==> src/common/cache_axi_pkg.sv <==
`default_nettype none

package cache_axi_pkg;

    // bus and line geometry
    localparam int ADDR_W     = 32;
    localparam int DATA_W     = 32;
    localparam int LINE_W     = 512;
    localparam int LINE_BEATS = LINE_W / DATA_W;    // 16 beats per line

    // fixed burst shape for every line transfer
    localparam logic [7:0] BURST_LEN  = 8'd15;      // len + 1 = 16 beats
    localparam logic [2:0] BURST_SIZE = 3'd2;       // 4 bytes per beat
    localparam logic [1:0] BURST_INCR = 2'd1;

    // read ids tell the requesters apart on the shared channel
    localparam logic [3:0] ID_INSTR = 4'd0;
    localparam logic [3:0] ID_DATA  = 4'd1;

    typedef enum logic [2:0] {
        RD_IDLE,
        RD_IADDR,
        RD_IDATA,
        RD_DADDR,
        RD_DDATA
    } rd_state_e;

    typedef enum logic [1:0] {
        WR_IDLE,
        WR_ADDR,
        WR_DATA,
        WR_RESP
    } wr_state_e;

    typedef struct packed {
        logic [3:0]        id;
        logic [ADDR_W-1:0] addr;
        logic [7:0]        len;
        logic [2:0]        size;
        logic [1:0]        burst;
    } axi_ar_t;                                     // 49 bits

    typedef struct packed {
        logic [ADDR_W-1:0] addr;
        logic [7:0]        len;
        logic [2:0]        size;
        logic [1:0]        burst;
    } axi_aw_t;                                     // 45 bits

    typedef struct packed {
        logic [3:0]        id;
        logic [DATA_W-1:0] data;
        logic              last;
    } axi_r_t;                                      // 37 bits

    // data cache write request, strobe is per byte of one beat
    typedef struct packed {
        logic [ADDR_W-1:0]   addr;
        logic [LINE_W-1:0]   data;
        logic [DATA_W/8-1:0] strobe;
    } line_wr_req_t;                                // 548 bits

endpackage

`default_nettype wire

==> src/axi_bridge/line_assembler.sv <==
`default_nettype none

module line_assembler
    import cache_axi_pkg::*;
(
    input  wire logic                     i_aclk,
    input  wire logic                     i_aresetn,
    input  wire logic                     i_shift,   // accepted beat, not last
    input  wire logic [DATA_W-1:0]        i_beat,
    output logic [LINE_W-DATA_W-1:0]      o_bits
);

    // 15 words, the last beat of a line never lands here
    logic [LINE_W-DATA_W-1:0] bits_q;

    // new beat enters at the top and older words move down one slot,
    // so the first beat of the burst ends up in the lowest word
    always_ff @(posedge i_aclk or negedge i_aresetn)
    begin
        if (!i_aresetn)
        begin
            bits_q <= '0;
        end
        else if (i_shift)
        begin
            bits_q <= {i_beat, bits_q[LINE_W-DATA_W-1:DATA_W]};
        end
    end

    assign o_bits = bits_q;

endmodule

`default_nettype wire

==> src/axi_bridge/line_read_engine.sv <==
`default_nettype none

module line_read_engine
    import cache_axi_pkg::*;
(
    input  wire logic              i_aclk,
    input  wire logic              i_aresetn,

    input  wire logic              i_i_rvalid,
    input  wire logic [ADDR_W-1:0] i_i_raddr,
    input  wire logic              i_d_rvalid,
    input  wire logic [ADDR_W-1:0] i_d_raddr,

    output logic                   o_i_rready,
    output logic [LINE_W-1:0]      o_i_rdata,
    output logic                   o_d_rready,
    output logic [LINE_W-1:0]      o_d_rdata,

    output axi_ar_t                o_ar,
    output logic                   o_ar_valid,
    input  wire logic              i_ar_ready,

    input  wire axi_r_t            i_r,
    input  wire logic              i_r_valid,
    output logic                   o_r_ready
);

    rd_state_e                  state_q;
    rd_state_e                  state_d;
    logic [ADDR_W-1:0]          addr_q;    // address of the line in flight
    logic [LINE_W-DATA_W-1:0]   asm_bits;
    logic                       beat_ok;
    logic                       last_ok;
    logic [LINE_W-1:0]          line;

    assign beat_ok = i_r_valid & o_r_ready;
    assign last_ok = beat_ok & i_r.last;

    always_ff @(posedge i_aclk or negedge i_aresetn)
    begin
        if (!i_aresetn)
            state_q <= RD_IDLE;
        else
            state_q <= state_d;
    end

    // data side wins a tie
    always_comb
    begin
        state_d = state_q;
        unique case (state_q)
            RD_IDLE:
            begin
                if (i_d_rvalid)
                    state_d = RD_DADDR;
                else if (i_i_rvalid)
                    state_d = RD_IADDR;
            end
            RD_IADDR: if (i_ar_ready) state_d = RD_IDATA;
            RD_DADDR: if (i_ar_ready) state_d = RD_DDATA;
            RD_IDATA: if (last_ok) state_d = RD_IDLE;
            RD_DDATA: if (last_ok) state_d = RD_IDLE;
            default:  state_d = RD_IDLE;
        endcase
    end

    // only sampled while idle so the AR payload holds until accepted
    always_ff @(posedge i_aclk)
    begin
        if (state_q == RD_IDLE)
            addr_q <= i_d_rvalid ? i_d_raddr : i_i_raddr;
    end

    assign o_ar_valid = (state_q == RD_IADDR) || (state_q == RD_DADDR);
    assign o_r_ready  = (state_q == RD_IDATA) || (state_q == RD_DDATA);

    always_comb
    begin
        o_ar.id    = (state_q == RD_DADDR) ? ID_DATA : ID_INSTR;
        o_ar.addr  = addr_q;
        o_ar.len   = BURST_LEN;
        o_ar.size  = BURST_SIZE;
        o_ar.burst = BURST_INCR;
    end

    line_assembler u_asm (
        .i_aclk    (i_aclk),
        .i_aresetn (i_aresetn),
        .i_shift   (beat_ok & ~i_r.last),
        .i_beat    (i_r.data),
        .o_bits    (asm_bits)
    );

    assign line = {i_r.data, asm_bits};   // last beat on top

    // one-cycle ready pulse to whoever owns the burst
    assign o_i_rready = last_ok && (state_q == RD_IDATA);
    assign o_d_rready = last_ok && (state_q == RD_DDATA);
    assign o_i_rdata  = (state_q == RD_IDATA) ? line : '0;
    assign o_d_rdata  = (state_q == RD_DDATA) ? line : '0;

endmodule

`default_nettype wire

==> src/axi_bridge/line_serializer.sv <==
`default_nettype none

module line_serializer
    import cache_axi_pkg::*;
(
    input  wire logic              i_aclk,
    input  wire logic              i_aresetn,
    input  wire logic              i_load,     // capture a new line
    input  wire logic [LINE_W-1:0] i_line,
    input  wire logic              i_advance,  // W beat accepted
    output logic [DATA_W-1:0]      o_beat
);

    logic [LINE_W-1:0] line_q;

    // load has priority, the engine never loads mid burst anyway
    always_ff @(posedge i_aclk or negedge i_aresetn)
    begin
        if (!i_aresetn)
        begin
            line_q <= '0;
        end
        else if (i_load)
        begin
            line_q <= i_line;
        end
        else if (i_advance)
        begin
            // next word drops into the low slot
            line_q <= {{DATA_W{1'b0}}, line_q[LINE_W-1:DATA_W]};
        end
    end

    assign o_beat = line_q[DATA_W-1:0];   // current W beat

endmodule

`default_nettype wire

==> src/axi_bridge/line_write_engine.sv <==
`default_nettype none

module line_write_engine
    import cache_axi_pkg::*;
(
    input  wire logic                i_aclk,
    input  wire logic                i_aresetn,

    input  wire logic                i_d_wvalid,
    input  wire line_wr_req_t        i_wreq,
    output logic                     o_d_wready,

    output axi_aw_t                  o_aw,
    output logic                     o_aw_valid,
    input  wire logic                i_aw_ready,

    output logic [DATA_W-1:0]        o_w_data,
    output logic [DATA_W/8-1:0]      o_w_strb,
    output logic                     o_w_last,
    output logic                     o_w_valid,
    input  wire logic                i_w_ready,

    input  wire logic                i_b_valid,
    output logic                     o_b_ready
);

    wr_state_e                 state_q;
    wr_state_e                 state_d;
    logic [ADDR_W-1:0]         addr_q;
    logic [DATA_W/8-1:0]       strb_q;     // strobe after byte offset shift
    logic [3:0]                beat_q;     // wraps to 0 after the 16th beat
    logic                      take_req;
    logic                      w_ok;
    logic [LINE_W-1:0]         line_shifted;

    assign take_req = (state_q == WR_IDLE) && i_d_wvalid;
    assign w_ok     = o_w_valid & i_w_ready;

    always_ff @(posedge i_aclk or negedge i_aresetn)
    begin
        if (!i_aresetn)
            state_q <= WR_IDLE;
        else
            state_q <= state_d;
    end

    always_comb
    begin
        state_d = state_q;
        unique case (state_q)
            WR_IDLE: if (i_d_wvalid) state_d = WR_ADDR;
            WR_ADDR: if (i_aw_ready) state_d = WR_DATA;
            WR_DATA: if (w_ok && o_w_last) state_d = WR_RESP;
            WR_RESP: if (i_b_valid) state_d = WR_IDLE;
            default: state_d = WR_IDLE;
        endcase
    end

    always_ff @(posedge i_aclk)
    begin
        if (take_req)
        begin
            addr_q <= i_wreq.addr;
            strb_q <= i_wreq.strobe << i_wreq.addr[1:0];
        end
    end

    // counts accepted beats only, a stalled w_ready holds it
    always_ff @(posedge i_aclk or negedge i_aresetn)
    begin
        if (!i_aresetn)
            beat_q <= '0;
        else if (w_ok)
            beat_q <= beat_q + 4'd1;
    end

    // byte offset moves the whole line up, top bytes fall off
    assign line_shifted = i_wreq.data << {i_wreq.addr[1:0], 3'b000};

    line_serializer u_ser (
        .i_aclk    (i_aclk),
        .i_aresetn (i_aresetn),
        .i_load    (take_req),
        .i_line    (line_shifted),
        .i_advance (w_ok),
        .o_beat    (o_w_data)
    );

    always_comb
    begin
        o_aw.addr  = addr_q;
        o_aw.len   = BURST_LEN;
        o_aw.size  = BURST_SIZE;
        o_aw.burst = BURST_INCR;
    end

    assign o_aw_valid = (state_q == WR_ADDR);
    assign o_w_valid  = (state_q == WR_DATA);
    assign o_w_strb   = strb_q;
    assign o_w_last   = o_w_valid && (beat_q == 4'(LINE_BEATS - 1));
    assign o_b_ready  = (state_q == WR_RESP);
    assign o_d_wready = o_b_ready & i_b_valid;   // done when B lands

endmodule

`default_nettype wire

==> src/design/cache_axi_top.sv <==
`default_nettype none

module cache_axi_top
    import cache_axi_pkg::*;
(
    input  wire logic                i_aclk,
    input  wire logic                i_aresetn,

    // instruction cache reads
    input  wire logic                i_i_rvalid,
    input  wire logic [ADDR_W-1:0]   i_i_raddr,
    output logic                     o_i_rready,
    output logic [LINE_W-1:0]        o_i_rdata,

    // data cache reads
    input  wire logic                i_d_rvalid,
    input  wire logic [ADDR_W-1:0]   i_d_raddr,
    output logic                     o_d_rready,
    output logic [LINE_W-1:0]        o_d_rdata,

    // data cache writes
    input  wire logic                i_d_wvalid,
    input  wire line_wr_req_t        i_wreq,
    output logic                     o_d_wready,

    // AXI master
    output axi_ar_t                  o_ar,
    output logic                     o_ar_valid,
    input  wire logic                i_ar_ready,
    input  wire axi_r_t              i_r,
    input  wire logic                i_r_valid,
    output logic                     o_r_ready,
    output axi_aw_t                  o_aw,
    output logic                     o_aw_valid,
    input  wire logic                i_aw_ready,
    output logic [DATA_W-1:0]        o_w_data,
    output logic [DATA_W/8-1:0]      o_w_strb,
    output logic                     o_w_last,
    output logic                     o_w_valid,
    input  wire logic                i_w_ready,
    input  wire logic                i_b_valid,
    output logic                     o_b_ready
);

    // reads and writes run independently, one of each in flight
    line_read_engine u_rd (
        .i_aclk     (i_aclk),
        .i_aresetn  (i_aresetn),
        .i_i_rvalid (i_i_rvalid),
        .i_i_raddr  (i_i_raddr),
        .i_d_rvalid (i_d_rvalid),
        .i_d_raddr  (i_d_raddr),
        .o_i_rready (o_i_rready),
        .o_i_rdata  (o_i_rdata),
        .o_d_rready (o_d_rready),
        .o_d_rdata  (o_d_rdata),
        .o_ar       (o_ar),
        .o_ar_valid (o_ar_valid),
        .i_ar_ready (i_ar_ready),
        .i_r        (i_r),
        .i_r_valid  (i_r_valid),
        .o_r_ready  (o_r_ready)
    );

    line_write_engine u_wr (
        .i_aclk     (i_aclk),
        .i_aresetn  (i_aresetn),
        .i_d_wvalid (i_d_wvalid),
        .i_wreq     (i_wreq),
        .o_d_wready (o_d_wready),
        .o_aw       (o_aw),
        .o_aw_valid (o_aw_valid),
        .i_aw_ready (i_aw_ready),
        .o_w_data   (o_w_data),
        .o_w_strb   (o_w_strb),
        .o_w_last   (o_w_last),
        .o_w_valid  (o_w_valid),
        .i_w_ready  (i_w_ready),
        .i_b_valid  (i_b_valid),
        .o_b_ready  (o_b_ready)
    );

endmodule

`default_nettype wire

==> config.mk <==
export PLATFORM = sky130hd
export DESIGN_NAME = cache_axi_top
export DESIGN_NICKNAME = d
export VERILOG_FILES = /design/src/common/cache_axi_pkg.sv /design/src/axi_bridge/line_assembler.sv /design/src/axi_bridge/line_read_engine.sv /design/src/axi_bridge/line_serializer.sv /design/src/axi_bridge/line_write_engine.sv /design/src/design/cache_axi_top.sv
export SDC_FILE = /design/constraint.sdc
export NUM_CORES = 2
export LEC_CHECK = 0
export ABC_AREA = 1
export BUFFER_PORTS_ARGS = -buffer_cell sky130_fd_sc_hd__buf_2
export CORE_AREA = 2 2 719 721
export DETAILED_ROUTE_END_ITERATION = 7
export DIE_AREA = 0 0 721 723
export PLACE_DENSITY = 0.31
export SETUP_SLACK_MARGIN = 0.1
export SLEW_MARGIN = 30
export SYNTH_ARGS = -nofsm -noshare
export SYNTH_HDL_FRONTEND = slang
export SYNTH_HIERARCHICAL = 1
export SYNTH_SLANG_ARGS = --single-unit
==> constraint.sdc <==
create_clock -name i_aclk -period 3.05 [get_ports i_aclk]
set_input_delay 0 -clock i_aclk [delete_from_list [all_inputs] [get_ports i_aclk]]
set_output_delay 0 -clock i_aclk [all_outputs]
set_load 0.01 [all_outputs]
# Word-level counts from Yosys, hierarchy flattened
# Index checks and enable logic that the tools add are counted.
# word_totals
reg_bits,1069
# classes
addsub,1
n_eq_ne,16
shifts,2
n_mux,17
bitwise_logic,6
reduce_logical,13
# op_table
operator,count
2-to-1 mux 512 bit,4
<< shifter 512 x 5 -> 512 bit,1
2-to-1 mux 32 bit,1
2-to-1 mux 3 bit,5
case mux 3 bit (4 select lines),1
"!= test 2 bit, second input constant",5
2-to-1 mux 2 bit,4
case mux 2 bit (4 select lines),1
AND reduction 4 bit,2
"equality test 3 x 2 -> 1 bit, second input constant",2
AND 1 bit,5
logical AND 1 bit,5
"adder 4 x 1 -> 4 bit, second input constant",1
"equality test 2 bit, second input constant",2
"equality test 4 bit, second input constant",1
"!= test 2 x 1 -> 1 bit, second input constant",2
<< shifter 4 x 2 -> 4 bit,1
"equality test 3 x 1 -> 1 bit, second input constant",1
"equality test 3 bit, second input constant",1
zero test 3 bit,1
"!= test 3 bit, second input constant",1
"equality test 2 x 1 -> 1 bit, second input constant",1
zero test 2 bit,1
logical OR 1 bit,2
other kinds (4),4

# Longest topological paths before layout
# logic_depth
word_depth,6
mapped_depth,13
depth_no_buf,8

# By module
# Netlist, hierarchy kept.
# modules_own_cells
mod,n_inst,cells_per_inst,area_per_inst_um2
line_serializer,1,2782,22933.2
line_assembler,1,2028,18128.6
line_write_engine,1,2081,12828.6
line_read_engine,1,1775,8176.6

# Worst setup path before layout
# Ideal clock, no wire load.
# synth_timing
kind,register -> register
startpoint,register u_wr.state_q[0]
endpoint,register u_wr.u_ser.line_q[280]
t_arrival_ps,2323
required_time_ps,2926
path_slack_ps,602
path_stages_with_launch,12
path_buffers,4
period_less_slack_ps,2448
path_cell_list,dfrtp_1 inv_1 ha_1 nand2_1 inv_1 buf_4 inv_2 buf_6 buf_6 buf_2 nand3_1 nand3_1
# synth_between
elab_chain_cells,3
elab_cells_between_ends,6
cone_classes,1 x eq/ne; 1 x mux; 1 x bitwise; 3 x reduce/logical
# synth_lines
element,line_no,rtl
from (decl),line_write_engine.sv:27,wr_state_e state_q;
from (signal assigned),line_write_engine.sv:44,state_q <= state_d;
zero test 2 bit *,line_write_engine.sv:36,assign take_req = (state_q == WR_IDLE) && i_d_wvalid;
logical AND 1 bit *,line_write_engine.sv:36,
named net u_wr.take_req,line_write_engine.sv:32,logic take_req;
2-to-1 mux 512 bit / nonzero test 2 bit (equally long branches),--,
to (signal assigned),line_serializer.sv:25,line_q <= i_line;
to (signal assigned),line_serializer.sv:30,"line_q <= {{DATA_W{1'b0}}, line_q[LINE_W-1:DATA_W]};"
to (decl),line_serializer.sv:14,logic [LINE_W-1:0] line_q;
# Mark *: on every way through the listed nets, which the timed path passes. The rest lies on a longest branch.
# A chain may end at the register's enable or synchronous reset.

# Worst setup path after layout
# layout_timing
startpoint,register u_rd.state_q[2]
endpoint,output o_i_rdata[324]
# layout_between
elab_chain_cells,2
# layout_lines
element,line_no,rtl
from (decl),line_read_engine.sv:28,rd_state_e state_q;
from (signal assigned),line_read_engine.sv:44,state_q <= state_d;
equality test 3 x 2 -> 1 bit,line_read_engine.sv:99,assign o_i_rdata = (state_q == RD_IDATA) ? line : '0;
2-to-1 mux 512 bit,line_read_engine.sv:99,
to (decl),cache_axi_top.sv:13,"output logic [LINE_W-1:0] o_i_rdata,"
# Every way passes these cells.

==> metrics.log <==
INFO  metric sum_of_overflow_across_all_layers_after_global_routing = 0
INFO  metric crit_path_start = u_rd/state_q[2]
INFO  metric drc = 0
INFO  metric ys_dominant_reg_cell = sky130_fd_sc_hd__dfrtp_1
INFO  metric grt_util_met2 = 25.8%
INFO  metric grt.total_usage = 17.1%
INFO  metric drt_iter0_markers = 6183
INFO  metric htreeDepth = 4
INFO  metric critical_path.n_buffers_inverters = 3
INFO  metric final_hold_viol_count = 0
INFO  metric clock_tree_from_tritoncts = built
INFO  metric setup.worst_path.class = reg2out
INFO  metric busiest_layer = met2
INFO  metric crit_path_cell_trace = inv_1, nand3_4, buf_12, nor2_1, buf_2
INFO  metric post_route_cells_drive_above_1_share = 20.4%
INFO  metric crit_end = o_i_rdata[324]
INFO  metric synth_async_sr_flop_share = 93.6%
INFO  metric max_stage_delay = 0.72 ns
INFO  metric place_area = 78500 um^2
INFO  metric synthCells = 8666
INFO  metric design.final.nets = 12023
INFO  metric groute.layer.met1.usage = 24.2%
INFO  metric filler_cell_count = 59649
INFO  metric finalCritPeriodShare = 98.7%
INFO  metric achievable-frequency = 332 MHz
INFO  metric worst_path_dominant_cell_family = simple AND/OR/NAND/NOR gates
INFO  metric insertion_delay = 0.87 ns
INFO  metric crit_path_start_kind = register
INFO  metric fin_worst_hold_slack = 0.0960 ns
INFO  metric pwr_density_cell = 690 nW/um^2
INFO  metric p_clk_share = 28.2%
INFO  metric floorplan.initialDensity = 12.1%
INFO  metric layout_common_cells = sky130_fd_sc_hd__nand2_1 (3037), sky130_fd_sc_hd__buf_2 (1784), sky130_fd_sc_hd__dlygate4sd3_1 (1171)
INFO  metric critical_path.endpoint_type = primary output
INFO  metric numCtsBuffers = 154
INFO  metric detail_route.first_pass.iterations = 6
INFO  metric p_leak = 47.4 nW
INFO  metric worst_slew_pin_slew = 1.02 ns
INFO  metric maxCapViolations = 0
INFO  metric via_count_of_the_first_global_routing_pass = 68945
INFO  metric hold_path_startpoint = i_wreq[41]
INFO  metric clock-skew-final = 0.0629 ns
INFO  metric synth.yosys.warnings = 6
INFO  metric number_of_setup_violations_in_the_final_report = 0
INFO  metric mappedNetlistArea = 62100 um^2
INFO  metric synth.ff_latch_count = 1069
INFO  metric combinational_share_of_power = 36.1%
INFO  metric last_weighted_congestion_value_of_the_routability_driven_placer = 0.965
INFO  metric grt_antenna_before_repair = 105
INFO  metric r2r_start = u_rd/state_q[2]
INFO  metric fp.dieH = 723 um
INFO  metric max-slew-margin-rel = 31.0%
INFO  metric path_depth = 5
INFO  metric power.sequential.fraction = 35.7%
INFO  metric sequential_element_share_of_the_synthesized_area = 43.6%
INFO  metric p_total = 65.9 mW
INFO  metric critPathArrivalTime = 3.01 ns
INFO  metric grtUsageMet3 = 4.31%
INFO  metric power_switching = 28.3 mW
INFO  metric avgViaCountPerCell = 3.85
INFO  metric critical_path.reg2reg.endpoint = u_rd/u_asm/o_bits[436]
INFO  metric area.growth.synth_to_final = 54.0%
INFO  metric cts.sink_count = 1069
INFO  metric place.detailed.hpwl = 380000 um
INFO  metric r2r_setup_slack = 0.50 ns
INFO  metric syn_avg_cell_area = 7.16 um^2
INFO  metric cell_area_after_layout = 95600 um^2
INFO  metric numPlacedInstances = 16811
INFO  metric clock_tree.root_cell = sky130_fd_sc_hd__clkbuf_16
INFO  metric clock_tree.buffer_depth = 4
INFO  metric worst_ir_drop_vdd = 0.513 mV
INFO  metric critical_path.max_fanout = 43
INFO  metric detail_route.wirelength = 469000 um
INFO  metric mostFrequentLayoutCell = sky130_fd_sc_hd__nand2_1
INFO  metric unrepaired_setup_endpoints_after_global_routing = yes
INFO  metric ys_types = 32
INFO  metric number_of_enable_type_register_cells_in_the_synthesized_netlist = 68
INFO  metric ant_nets = 0
INFO  metric final_cell_count_no_fill = 18301
INFO  metric vias = 70535
INFO  metric power_report.internal_total = 37.6 mW
INFO  metric pin_count = 1822
INFO  metric std_cell_rows = 264
INFO  metric sw_frac_of_total = 42.9%
INFO  metric grt_max_degree = 141
INFO  metric core_area = 515000 um^2
INFO  metric timing.reg2reg.worst_path_depth = 9
INFO  metric portBuffers = 1788
INFO  metric hold_path.class = in2reg
INFO  metric die-width = 721 um
INFO  metric design.die.area = 521000 um^2
INFO  metric routedWlPerCell = 25.6 um
INFO  metric wire_length_of_the_first_global_routing_pass = 619000 um
INFO  metric cpMaxStageDelayCell = sky130_fd_sc_hd__nor2_1
INFO  metric outcome = completed
INFO  metric layout_min_cycle_time = 3.01 ns
INFO  metric report.final.slew_viol_count = 0
INFO  metric clkSlewWorstSetupHoldPaths = 0.07 ns
INFO  metric timing.critical_path.required = 3.05 ns
## power groups by stage
| stage | combinational (mW) | sequential, mW | clock [mW] |
|---|---|---|---|
| CTS | 24.0 | 23.5 | 19.3 |
| detailed placement | 22.0 | 23.7 | 0 |
| floorplan | 13.1 | 21.7 | 0 |
| global route | 26.0 | 24.0 | 19.8 |
| finish | 23.8 | 23.5 | 18.6 |
| global placement | 22.1 | 23.7 | 0 |
## layout make-up
class                      instances  area (um^2)  share of cell area [%]
antenna                           46          115                   0.120
sequential                      1069        27100                    28.3
clock buffer                     228         4440                    4.65
clock inverter                    42          574                   0.601
multi-input combinational       6161        28500                    29.8
inverter                         782         3000                    3.14
tap                             6783         8490                    8.88
timing repair buffer            3190        23400                    24.5
## metrics by stage
| stage | util [%] | setup TNS [ns] | setup WS, ns |
|---|---|---|---|
| 4_1_cts | 18.5 | -0.0968 | -0.0319 |
| 3_5_place_dp | 15.2 | 0 | 0.455 |
| 3_3_place_gp | 15.2 | 0 | 0.485 |
| 6_report | 18.6 | 0 | 0.0391 |
| 2_1_floorplan | - | 0 | 0.602 |
| 5_1_grt | 18.6 | 0 | 0.0394 |
## worst reg2reg max path, cell delays in order (launching register included)
cell and delay [ns]:
sky130_fd_sc_hd__dfrtp_2 0.49, sky130_fd_sc_hd__inv_1 0.18, sky130_fd_sc_hd__nand3_4 0.16, sky130_fd_sc_hd__nand2_2 0.12
sky130_fd_sc_hd__nand2_1 0.12, sky130_fd_sc_hd__nor2_4 0.36, sky130_fd_sc_hd__buf_12 0.35, sky130_fd_sc_hd__buf_12 0.45
sky130_fd_sc_hd__nand2_1 0.13, sky130_fd_sc_hd__nand2_1 0.07
## worst min-delay path by stage
stage	end	slack [ns]	cells after the start
after detailed placement	u_rd/u_asm/o_bits[362]	0.10	1
after global placement	u_rd/u_asm/o_bits[362]	0.10	1
after floorplan	u_rd/state_q[0]	-0.30	0
final	u_wr/u_ser/line_q[61]	0.1	7
after global routing	u_wr/u_ser/line_q[120]	0.02	7
after CTS	u_wr/u_ser/line_q[61]	0.002	7
## per-layer routing
| metal | vias to the layer above | part of all wire [%] |
|---|---|---|
| met5 | - | 0.057 |
| met4 | 42 | 2.7 |
| met3 | 454 | 7.8 |
| met2 | 2411 | 43 |
| met1 | 35119 | 47 |
| li1 | 32509 | - |
## sequential cells by signal, indices dropped and copies added, names as in the netlist
signal             cells
u_wr/u_ser/line_q    512
u_rd/u_asm/o_bits    480
u_rd/addr_q           32
u_wr/addr_q           32
u_wr/beat_q            4
u_wr/o_w_strb          4
u_rd/state_q           3
u_wr/state_q           2
## synth_stat cells, drive strengths merged (8+ instances only)
cell type	n	area share (%)
a21oi	10	0.081
a22oi	8	0.097
buf	579	5.5
clkbuf	100	0.60
dfrtp	1001	40
edfxtp	68	3.3
inv	781	4.7
mux2	32	0.58
mux2i	460	7.4
nand2	3039	18
nand3	979	7.9
nor2	1048	6.4
nor3	10	0.081
o21ai	521	4.2
or2	9	0.091
## repair_timing
action	in CTS	in global routing
hold endpoints to repair	1721	0
setup buffers	0	0
hold buffers	1172	0
gates resized for setup	45	18
gates cloned	2	0
setup endpoints to repair	379	114
## cells by family after synthesis
group	after synthesis	synth area share (%)
AO/OA/AOI/OAI	546	4.47
flip-flops	1069	43.6
other	4	0.0242
AND/OR/NAND/NOR	5085	32.8
adder cells (fa/ha/maj)	6	0.121
multiplexers	492	8.00
buffers and inverters	1461	10.9
XOR/XNOR	3	0.0423
No activity file was read; power rests on OpenSTA's default activity.
